<file path="config.mk">
export PLATFORM = sky130hd
export DESIGN_NAME = retire_mix_monitor
export DESIGN_NICKNAME = d
export VERILOG_FILES = /design/src/retire_mon_pkg.sv /design/src/retire_event_if.sv /design/src/retire_classifier.sv /design/src/event_fifo.sv /design/src/mix_counter_bank.sv /design/src/retire_mix_monitor.sv
export SDC_FILE = /design/constraint.sdc
export NUM_CORES = 1
export LEC_CHECK = 0
export BUFFER_PORTS_ARGS = -buffer_cell sky130_fd_sc_hd__buf_2
export CAP_MARGIN = 20
export CORE_MARGIN = 5
export CORE_UTILIZATION = 45
export CTS_BUF_LIST = sky130_fd_sc_hd__clkbuf_8
export CTS_CLUSTER_SIZE = 16
export DETAILED_ROUTE_END_ITERATION = 8
export HOLD_SLACK_MARGIN = 0.1
export PLACE_DENSITY = 0.68
export SYNTH_ARGS = -nofsm -noshare
export SYNTH_HDL_FRONTEND = slang
export SYNTH_HIERARCHICAL = 1
export SYNTH_SLANG_ARGS = --single-unit
export TNS_END_PERCENT = 30
</file>
<file path="constraint.sdc">
create_clock -name clk -period 3.1 [get_ports clk]
set_input_delay 0.155 -clock clk [delete_from_list [all_inputs] [get_ports clk]]
set_output_delay 0.155 -clock clk [all_outputs]
set_load 0.03 [all_outputs]
</file>
<file path="src/retire_mon_pkg.sv">
// Shared constants for the retire mix monitor
// Opcodes, window markers, category positions, widths and instruction word view
`default_nettype none

package retire_mon_pkg;

    //////////////////////////////////////////////////
    // Widths and sizes

    localparam int instr_w    = 32;
    localparam int num_cats   = 7;
    localparam int cat_idx_w  = 3;
    localparam int count_w    = 32;
    localparam int fifo_depth = 8;
    localparam int fifo_ptr_w = $clog2(fifo_depth);

    //////////////////////////////////////////////////
    // Major opcodes, instruction bits 6:2

    localparam logic [4:0] opc_load      = 5'b00000;
    localparam logic [4:0] opc_fence     = 5'b00011;
    localparam logic [4:0] opc_arith_imm = 5'b00100;
    localparam logic [4:0] opc_auipc     = 5'b00101;
    localparam logic [4:0] opc_store     = 5'b01000;
    localparam logic [4:0] opc_amo       = 5'b01011;
    localparam logic [4:0] opc_arith     = 5'b01100;
    localparam logic [4:0] opc_lui       = 5'b01101;
    localparam logic [4:0] opc_branch    = 5'b11000;
    localparam logic [4:0] opc_jalr      = 5'b11001;
    localparam logic [4:0] opc_jal       = 5'b11011;
    localparam logic [4:0] opc_system    = 5'b11100;

    // Collection window markers
    // Both are addi x0, x0, imm so they retire as harmless no-ops
    localparam logic [instr_w-1:0] start_marker = 32'h00C0_0013;
    localparam logic [instr_w-1:0] end_marker   = 32'h00D0_0013;

    //////////////////////////////////////////////////
    // Category mask bit positions
    // Same order is used for the report index

    localparam int cat_alu   = 0;
    localparam int cat_br    = 1;
    localparam int cat_mul   = 2;
    localparam int cat_div   = 3;
    localparam int cat_load  = 4;
    localparam int cat_store = 5;
    localparam int cat_misc  = 6;

    //////////////////////////////////////////////////
    // Instruction word

    // R-type field layout
    typedef struct packed {
        logic [6:0] funct7;
        logic [4:0] rs2;
        logic [4:0] rs1;
        logic [2:0] funct3;
        logic [4:0] rd;
        logic [6:0] opcode;
    } rv_fields_t;

    // Raw view for marker compare, field view for decode
    typedef union packed {
        logic [instr_w-1:0] raw;
        rv_fields_t         f;
    } instr_word_u;

endpackage

`default_nettype wire

</file>
<file path="src/retire_event_if.sv">
// Classified retire event channel with valid/ready handshake
`default_nettype none

interface retire_event_if
    import retire_mon_pkg::*;
();

    logic                valid;
    logic                ready;
    // One bit per counted category
    logic [num_cats-1:0] cat_mask;
    logic                is_start;
    logic                is_end;

    modport sender (
        output valid,
        output cat_mask,
        output is_start,
        output is_end,
        input  ready
    );

    modport receiver (
        input  valid,
        input  cat_mask,
        input  is_start,
        input  is_end,
        output ready
    );

endinterface

`default_nettype wire

</file>
<file path="src/retire_classifier.sv">
// Retire stream decoder
// Tracks the collection window, builds category masks, flags lost events
`default_nettype none

module retire_classifier
    import retire_mon_pkg::*;
(
    input  wire                  clk,
    input  wire                  rst_n,
    input  wire                  retire_valid,
    input  wire instr_word_u     retire_instr,
    retire_event_if.sender       ev,
    output logic                 overflow
);

    logic                window_open;
    logic                is_start_instr;
    logic                is_end_instr;
    logic [4:0]          opc;
    logic                arith_m;
    logic [num_cats-1:0] mask;
    logic                emit;

    //////////////////////////////////////////////////
    // Decode

    assign is_start_instr = (retire_instr.raw == start_marker);
    assign is_end_instr   = (retire_instr.raw == end_marker);

    always_comb begin
        opc = retire_instr.f.opcode[6:2];
        // M extension only lives in the register-register arith space
        arith_m = (opc == opc_arith) && retire_instr.f.funct7[0];

        mask = '0;
        mask[cat_alu]   = (opc inside {opc_arith, opc_arith_imm, opc_auipc, opc_lui})
                          && !arith_m;
        mask[cat_br]    = opc inside {opc_branch, opc_jal, opc_jalr};
        mask[cat_mul]   = arith_m && !retire_instr.f.funct3[2];
        mask[cat_div]   = arith_m && retire_instr.f.funct3[2];
        // AMO is both a load and a store
        mask[cat_load]  = opc inside {opc_load, opc_amo};
        mask[cat_store] = opc inside {opc_store, opc_amo};
        mask[cat_misc]  = opc inside {opc_system, opc_fence};

        // Markers decode as addi but are never counted
        if (is_start_instr || is_end_instr) begin
            mask = '0;
        end
    end

    // Start always restarts, the rest only matters inside the window
    assign emit = retire_valid &&
                  (is_start_instr || (window_open && (is_end_instr || (|mask))));

    //////////////////////////////////////////////////
    // Window and output stage

    always_ff @(posedge clk or negedge rst_n) begin
        if (!rst_n) begin
            window_open <= 1'b0;
            ev.valid    <= 1'b0;
            overflow    <= 1'b0;
        end else begin
            if (retire_valid && is_start_instr) begin
                window_open <= 1'b1;
            end else if (retire_valid && is_end_instr) begin
                window_open <= 1'b0;
            end
            // Single stage only, an unaccepted event is dropped
            ev.valid <= emit;
            overflow <= overflow | (ev.valid & ~ev.ready);
        end
    end

    always_ff @(posedge clk) begin
        if (emit) begin
            ev.cat_mask <= mask;
            ev.is_start <= is_start_instr;
            ev.is_end   <= is_end_instr;
        end
    end

endmodule

`default_nettype wire

</file>
<file path="src/event_fifo.sv">
// Circular event buffer between classifier and counter bank
// In-order, ready drops only when all entries are in use
`default_nettype none

module event_fifo
    import retire_mon_pkg::*;
(
    input  wire              clk,
    input  wire              rst_n,
    retire_event_if.receiver in_ev,
    retire_event_if.sender   out_ev
);

    // Entry layout is {is_start, is_end, cat_mask}
    logic [num_cats+1:0]   mem [fifo_depth];
    logic [fifo_ptr_w-1:0] wr_ptr;
    logic [fifo_ptr_w-1:0] rd_ptr;
    logic [fifo_ptr_w:0]   count;
    logic                  push;
    logic                  pop;

    //////////////////////////////////////////////////
    // Handshakes

    assign in_ev.ready  = (count != (fifo_ptr_w + 1)'(fifo_depth));
    assign out_ev.valid = (count != '0);

    assign push = in_ev.valid && in_ev.ready;
    assign pop  = out_ev.valid && out_ev.ready;

    //////////////////////////////////////////////////
    // Storage

    always_ff @(posedge clk) begin
        if (push) begin
            mem[wr_ptr] <= {in_ev.is_start, in_ev.is_end, in_ev.cat_mask};
        end
    end

    // Head entry is presented straight from the array
    assign {out_ev.is_start, out_ev.is_end, out_ev.cat_mask} = mem[rd_ptr];

    //////////////////////////////////////////////////
    // Pointers and occupancy

    always_ff @(posedge clk or negedge rst_n) begin
        if (!rst_n) begin
            wr_ptr <= '0;
            rd_ptr <= '0;
            count  <= '0;
        end else begin
            if (push) begin
                wr_ptr <= wr_ptr + 1'b1;
            end
            if (pop) begin
                rd_ptr <= rd_ptr + 1'b1;
            end

            case ({push, pop})
                2'b10: begin
                    count <= count + 1'b1;
                end
                2'b01: begin
                    count <= count - 1'b1;
                end
                default: begin
                    // Both or neither, occupancy unchanged
                    count <= count;
                end
            endcase
        end
    end

endmodule

`default_nettype wire

</file>
<file path="src/mix_counter_bank.sv">
// Per-category instruction counters and report stream
// Start clears, counting events increment, end triggers the report
`default_nettype none

module mix_counter_bank
    import retire_mon_pkg::*;
(
    input  wire                   clk,
    input  wire                   rst_n,
    retire_event_if.receiver      ev,
    output logic                  report_valid,
    input  wire                   report_ready,
    output logic [cat_idx_w-1:0]  report_cat,
    output logic [count_w-1:0]    report_count,
    output logic                  report_last
);

    logic [count_w-1:0]   cnt [num_cats];
    logic                 reporting;
    logic [cat_idx_w-1:0] idx;
    logic                 take;
    logic                 beat;
    logic                 at_last;

    //////////////////////////////////////////////////
    // Event side

    // Events wait in the buffer while the report is out
    assign ev.ready = !reporting;
    assign take     = ev.valid && ev.ready;

    always_ff @(posedge clk or negedge rst_n) begin
        if (!rst_n) begin
            for (int i = 0; i < num_cats; i++) begin
                cnt[i] <= '0;
            end
        end else if (take) begin
            for (int i = 0; i < num_cats; i++) begin
                if (ev.is_start) begin
                    cnt[i] <= '0;
                end else if (ev.cat_mask[i]) begin
                    cnt[i] <= cnt[i] + 1'b1;
                end
            end
        end
    end

    //////////////////////////////////////////////////
    // Report side

    assign at_last = (idx == cat_idx_w'(num_cats - 1));
    assign beat    = report_valid && report_ready;

    always_ff @(posedge clk or negedge rst_n) begin
        if (!rst_n) begin
            reporting <= 1'b0;
            idx       <= '0;
        end else if (reporting) begin
            if (beat) begin
                if (at_last) begin
                    reporting <= 1'b0;
                    idx       <= '0;
                end else begin
                    idx <= idx + 1'b1;
                end
            end
        end else if (take && ev.is_end) begin
            // First beat goes out next cycle
            reporting <= 1'b1;
            idx       <= '0;
        end
    end

    // Payload follows idx, so it holds while stalled
    assign report_valid = reporting;
    assign report_cat   = idx;
    assign report_count = cnt[idx];
    assign report_last  = reporting && at_last;

endmodule

`default_nettype wire

</file>
<file path="src/retire_mix_monitor.sv">
// Retire instruction mix monitor top level
// Classifier, event buffer and counter bank joined by two event channels
`default_nettype none

module retire_mix_monitor
    import retire_mon_pkg::*;
(
    input  wire                   clk,
    input  wire                   rst_n,

    // Retire trace input
    input  wire                   retire_valid,
    input  wire [instr_w-1:0]     retire_instr,

    // Report stream
    input  wire                   report_ready,
    output logic                  report_valid,
    output logic [cat_idx_w-1:0]  report_cat,
    output logic [count_w-1:0]    report_count,
    output logic                  report_last,

    // Sticky lost-event flag
    output logic                  overflow
);

    retire_event_if cls_ev ();
    retire_event_if cnt_ev ();

    //////////////////////////////////////////////////
    // Decode and window tracking
    retire_classifier u_classifier (
        .clk          (clk),
        .rst_n        (rst_n),
        .retire_valid (retire_valid),
        .retire_instr (retire_instr),
        .ev           (cls_ev.sender),
        .overflow     (overflow)
    );

    // Absorbs events while a report is in progress
    event_fifo u_event_fifo (
        .clk    (clk),
        .rst_n  (rst_n),
        .in_ev  (cls_ev.receiver),
        .out_ev (cnt_ev.sender)
    );

    //////////////////////////////////////////////////
    // Counting and report
    mix_counter_bank u_counter_bank (
        .clk          (clk),
        .rst_n        (rst_n),
        .ev           (cnt_ev.receiver),
        .report_valid (report_valid),
        .report_ready (report_ready),
        .report_cat   (report_cat),
        .report_count (report_count),
        .report_last  (report_last)
    );

endmodule

`default_nettype wire

</file>
# Word level (Yosys, flattened, before mapping)
# Memory sizes are Yosys's and may differ from the RTL's.
# Cells that the tools add are included.
[totals]
regBits = 250
ramBits = 72
input_bits = 36
out_inout_bits = 38
word_cells = 130
mem_count = 1
[op_classes]
n_addsub = 12
n_lt_le_gt_ge = 1
n_eq_ne = 18
muxes = 31
bitwise = 4
n_reduce_logical = 45
[memory_table]
columns = ["name", "words", "word_bits", "rd", "rd_ports_with_merged_regs", "wr", "line_no", "rtl"]
rows = [
  ["u_event_fifo.mem", 8, 9, 1, 0, 1, "event_fifo.sv:15", "logic [num_cats+1:0] mem [fifo_depth];"],
]
[op_table]
columns = ["op", "count"]
rows = [
  ["two-way mux 32 bit", 16],
  ["adder 32 x 1 -> 32 bit (second input constant)", 7],
  ["binary-select mux 32 bit (select 3 bit)", 1],
  ["== test 32 x 24 -> 1 bit (second input constant)", 2],
  ["nonzero test 2 bit", 13],
  ["== test 5 x 4 -> 1 bit (second input constant)", 4],
  ["== test 5 bit (second input constant)", 4],
  ["AND reduction 2 bit", 8],
  ["logical AND 1 bit", 13],
  ["two-way mux 3 bit", 4],
  ["== test 5 x 3 -> 1 bit (second input constant)", 2],
  ["adder 3 x 1 -> 3 bit (second input constant)", 3],
  ["two-way mux 1 bit", 8],
  ["case mux 4 bit (2 select lines)", 1],
  ["nonzero test 4 bit", 2],
  ["two-way mux 7 bit", 1],
  ["OR reduction 7 bit", 1],
  ["== test 5 x 2 -> 1 bit (second input constant)", 1],
  ["zero test 5 bit", 1],
  ["adder 4 x 1 -> 4 bit (second input constant)", 1],
  [">= comparator 4 bit (second input constant)", 1],
  ["!= test 4 bit (second input constant)", 1],
  ["inverter 3 -> 4 bit", 1],
  ["subtractor 4 x 1 -> 4 bit (second input constant)", 1],
  ["10 further kinds", 14],
]

# Depth between registers and ports, before layout
[depth]
ltp_word = 10
mapped_depth = 12
ltp_nobuf = 8

# Cells and area by module
# Netlist, hierarchy kept.
[by_module_without_submodules]
columns = ["mod", "n_inst", "cells_each", "area_each_um2", "seq_area_each_um2"]
rows = [
  ["mix_counter_bank", 1, 1422, 13402.9, 5705.5],
  ["event_fifo", 1, 169, 3435.8, 2412.3],
  ["retire_classifier", 1, 58, 691.9, 345.3],
]

# Worst setup path before layout
# OpenSTA, ideal clock, no wires.
[synth_timing]
path_kind = "register -> register"
start = "register u_event_fifo.rd_ptr[0]"
end = "register u_counter_bank/cnt[207] (netlist name)"
setup_ns = 0.132
arrival_ns = 2.603
required_ns = 2.968
slack_ns = 0.365
path_stages_with_launch = 12
path_buffers = 4
synth_period_minus_slack_ns = 2.735
path_cell_list = "dfrtp_1 > buf_6 > buf_12 > mux4_2 > mux2_4 > buf_2 > or2_2 > nand3_1 > clkbuf_1 > nor3_1 > xnor2_1 > nor2_1"
[synth_between]
elab_chain_cells = 3
elab_cells_between_ends = 4
cone_classes = "1 x mux; 2 x reduce/logical; 1 x memory"
[synth_lines]
columns = ["item", "line_no", "rtl"]
rows = [
  ["from (decl)", "event_fifo.sv:17", "logic [fifo_ptr_w-1:0] rd_ptr;"],
  ["from (signal assigned)", "event_fifo.sv:56", "rd_ptr <= rd_ptr + 1'b1;"],
  ["memory read (8 x 9 bit) *", "-", ""],
  ["named net cnt_ev.is_start", "retire_event_if.sv:12", "logic is_start;"],
  ["nonzero test 2 bit (no source line)", "-", ""],
  ["AND reduction 2 bit (no source line)", "-", ""],
  ["to (signal, indexed assignment)", "mix_counter_bank.sv:42", "cnt[i] <= cnt[i] + 1'b1;"],
  ["to (decl)", "mix_counter_bank.sv:18", "logic [count_w-1:0] cnt [num_cats];"],
]
# Mark *: on every way through the listed nets, which the timed path passes. The rest lies on a longest branch.
# A chain may end at the register's enable or synchronous reset.

# Final worst setup path
[layout_timing]
start = "register u_event_fifo.count[2]"
end = "register u_event_fifo.count[3]"
[layout_between]
elab_chain_cells = 4
elab_cells_between_ends = 10
cone_classes = "2 x add/sub; 3 x eq/ne; 1 x mux; 4 x reduce/logical"
[layout_lines]
columns = ["item", "line_no", "rtl"]
rows = [
  ["from (decl)", "event_fifo.sv:18", "logic [fifo_ptr_w:0] count;"],
  ["from (signal assigned)", "event_fifo.sv:61", "count <= count + 1'b1;"],
  ["from (signal assigned)", "event_fifo.sv:64", "count <= count - 1'b1;"],
  ["from (signal assigned)", "event_fifo.sv:68", "count <= count;"],
  ["!= test 4 bit *", "event_fifo.sv:25", "assign in_ev.ready = (count != (fifo_ptr_w + 1)'(fifo_depth));"],
  ["named net cls_ev.ready", "retire_event_if.sv:9", "logic ready;"],
  ["logical AND 1 bit *", "event_fifo.sv:28", "assign push = in_ev.valid && in_ev.ready;"],
  ["== test 2 x 1 -> 1 bit or == test 2 bit (tied branches)", "event_fifo.sv:59", "case ({push, pop})"],
  ["case mux 4 bit (2 select lines) or nonzero test 2 bit (tied branches)", "-", ""],
]
# Marks and branches as above.

==> impl_metrics.tcl <==
set metrics [dict create \
    status "complete, no violations" \
    yosysUniqueCellTypes 73 \
    cts.sinks 322 \
    dp_slack_ps -6.38 \
    finalWorstSetupSlack_ps 191 \
    num_vias 13343 \
    synth-seq-cells 322 \
    wl_per_cell_um 18.9 \
    hold_class "primary input to flop" \
    drc_errors 0 \
    crit_path_start_kind "flop" \
    areaGrowthSynthToFinish_pct 14.5 \
    crit_path_end_kind "flop" \
    critical_path_class "flop to flop" \
    die-area_um2 43000 \
    slew_headroom_pct 25.0 \
    netlist_instances 1649 \
    crit_fanout 9 \
    grt_start_max_net_pins 64 \
    ys_warn_count 6 \
    synthTopCellsByArea "dfrtp_1 (34%), edfxtp_1 (14%), xor2_1 (6.1%)" \
    first_global_vias 13086 \
    worstMarginPinSlew_ps 1120 \
    drive_gt1_share_pct 19.3 \
    ir_drop_v 0.000277 \
    finalMaxSlewViolations 0 \
    clkLatencyLatePin_ps 670 \
    initial_core_util_pct 45.5 \
    synth_area_leader_cell "dfrtp_1" \
    synthFlopType "dfrtp_1" \
    wl_mm 44.3 \
    fin_setup_tns_ps 0 \
    required_ps 3630 \
    grt_pass1_wl_mm 71.5 \
    drt_first_iter_violations 1016 \
    final_area_um2 20100 \
    period_needed_ps 2910 \
    rsz0062_at_grt "false" \
    cellLeakagePower_nw 8.40 \
    avgSynthCellArea_um2 10.6 \
    cts_buffers 55 \
    chipWidth_um 207 \
    antenna_found_initial 2 \
    hold_violations 0 \
    yosys.area.top_type_share_pct 34.4 \
    setup_viol 0 \
    arrival_ps 3440 \
    rows 72 \
    final_antenna_net_count 0 \
    powerDensity_nw_per_um2 428 \
    cts_max_path_buffers 3 \
    synth_nets 1698 \
    syn_area_um2 17500 \
    async_reset_ff_share_pct 74.8 \
    numPortBuffers 73 \
    drt_pass1_iterations 5 \
    seq_area_frac_synth_pct 48.3 \
    nets 1825 \
    drv_cap 0 \
    placed_area_um2 18700 \
    gr-total-overflow 0 \
    place_congestion 0.871 \
    core_um2 38600 \
    die_height_um 207 \
    hold_slack_ps 153 \
    htree_levels 2 \
    clock_skew_ps 57.5 \
    final.period_utilization_pct 93.8 \
    via_per_inst 5.71 \
    clkTransAtPathRegs_ps 60 \
    grt.total_usage_pct 20.4 \
    fmax_mhz 344 \
    hpwl_mm 31.1 \
    cts_tree "done" \
    cts_root_buf "clkbuf_8" \
    ios 74 \
    synth_edf_count 81 \
]
-- critical path, stage by stage, from the launching register on --
cell and delay [ps]:
dfrtp_1 420, or4b_1 670, nand2_4 140, ha_1 320, ha_1 340, or4b_2 650, o311ai_0 120, o211ai_1 120
-- flip-flops by register name, summed over array words and instances (netlist names) --
signal	flops
u_counter_bank/cnt	224
u_event_fifo/mem	72
u_classifier/ev.cat_mask	7
u_event_fifo/count	4
u_counter_bank/report_cat	3
u_event_fifo/rd_ptr	3
u_event_fifo/wr_ptr	3
u_classifier/ev.is_end	1
u_classifier/ev.is_start	1
u_classifier/ev.valid	1
u_classifier/overflow	1
u_classifier/window_open	1
u_counter_bank/report_valid	1
-- worst paths after layout --
| path | from | endpoint | slack (ps) | cells after the start |
|---|---|---|---|---|
| max | u_event_fifo/count[2] | u_event_fifo/count[3] | 190 | 7 |
| min | retire_instr[27] | u_classifier/ev.cat_mask[0] | 150 | 5 |
| max reg2reg | u_event_fifo/count[2] | u_event_fifo/count[3] | 190 | 7 |
| min reg2reg | u_classifier/overflow | u_classifier/overflow | 460 | 1 |
| max in group asynchronous | rst_n | u_counter_bank/report_cat[1] | 1580 | 4 |
| min in group asynchronous | rst_n | u_counter_bank/cnt[214] | 630 | 3 |
-- report_power, final --
group / switching [mW] / total (mW) / internal, mW
Clock: 1.82 / 3.96 / 2.14
Combinational: 0.136 / 0.243 / 0.106
Sequential: 0.0428 / 4.39 / 4.34
-- metrics by stage --
step	utilization (%)	cells	total power, mW
2_1_floorplan	-	1649	4.56
3_3_place_gp	48.4	2212	4.69
3_5_place_dp	48.4	2212	4.69
4_1_cts	52.0	2333	8.70
5_1_grt	52.1	2336	8.90
6_report	52.1	2336	8.58
-- final cells by class --
cell class	count	area (µm²)
Fill cell	3497	18500
Inverter	27	101
Timing Repair Buffer	157	1140
Clock inverter	41	334
Sequential cell	322	8470
Multi-Input combinational cell	1213	8600
Tap cell	518	648
Antenna cell	1	2.50
Clock buffer	57	785
-- metal layers --
layer	wire length (µm)	global-route usage, %	vias up
li1	-	-	6229
met1	20000	29.2	6574
met2	20200	31.5	437
met3	2430	2.99	101
met4	1620	8.12	2
met5	17	0	-
-- logic make-up after synthesis --
kind of cell	count (synthesis)	synth area share [%]
xor+xnor	188	9.39
flops	322	48.3
compound gates	130	4.17
buf+inv	114	2.96
fa+ha+maj	13	0.971
simple gates	748	22.2
mux	134	12.0
-- what timing repair did --
action / in CTS / in global routing
pin swaps: 0 / 1
hold buffers: 23 / 0
gates resized for setup: 1 / 2
endpoints found under the setup margin: 2 / 10
buffers inserted: 0 / 2
endpoints found under the hold margin: 206 / 0
-- placed cells by master (no fill, tap or decap), types with 7 or more instances in the layout --
| cell | count |
|---|---|
| dfrtp_1 | 238 |
| nor2_1 | 217 |
| nand2_1 | 144 |
| xor2_1 | 122 |
| nand4_1 | 88 |
| nand3_1 | 83 |
| edfxtp_1 | 81 |
| o21ai_0 | 73 |
| buf_2 | 72 |
| xnor2_1 | 66 |
| clkbuf_8 | 57 |
| buf_4 | 56 |
| nor3_1 | 43 |
| mux2_2 | 41 |
| mux4_2 | 40 |
| inv_1 | 36 |
| mux2i_1 | 34 |
| and3_1 | 30 |
| a21oi_1 | 26 |
| nor4_1 | 23 |
| dlygate4sd3_1 | 22 |
| clkinv_2 | 13 |
| or3_1 | 13 |
| and4_1 | 13 |
| ha_1 | 12 |
| or4_1 | 11 |
| clkinv_1 | 10 |
| mux4_1 | 10 |
| o211ai_1 | 10 |
| nor4_2 | 9 |
| mux2_4 | 9 |
| and2_1 | 8 |
| nor2b_1 | 7 |
-- Yosys cell counts (all sizes together), types with 10 or more instances --
cell type / n
and2: 10
clkbuf: 55
mux4: 50
o21ai: 74
dfrtp: 241
inv: 27
buf: 32
nor2: 219
nand4: 89
nor4: 37
and4: 14
xor2: 122
and3: 31
a21oi: 26
nor3: 45
or4: 13
nand3: 86
ha: 12
xnor2: 66
mux2: 50
mux2i: 34
or3: 14
o211ai: 10
nand2: 145
edfxtp: 81
No activity file was read; power rests on OpenSTA's default activity.
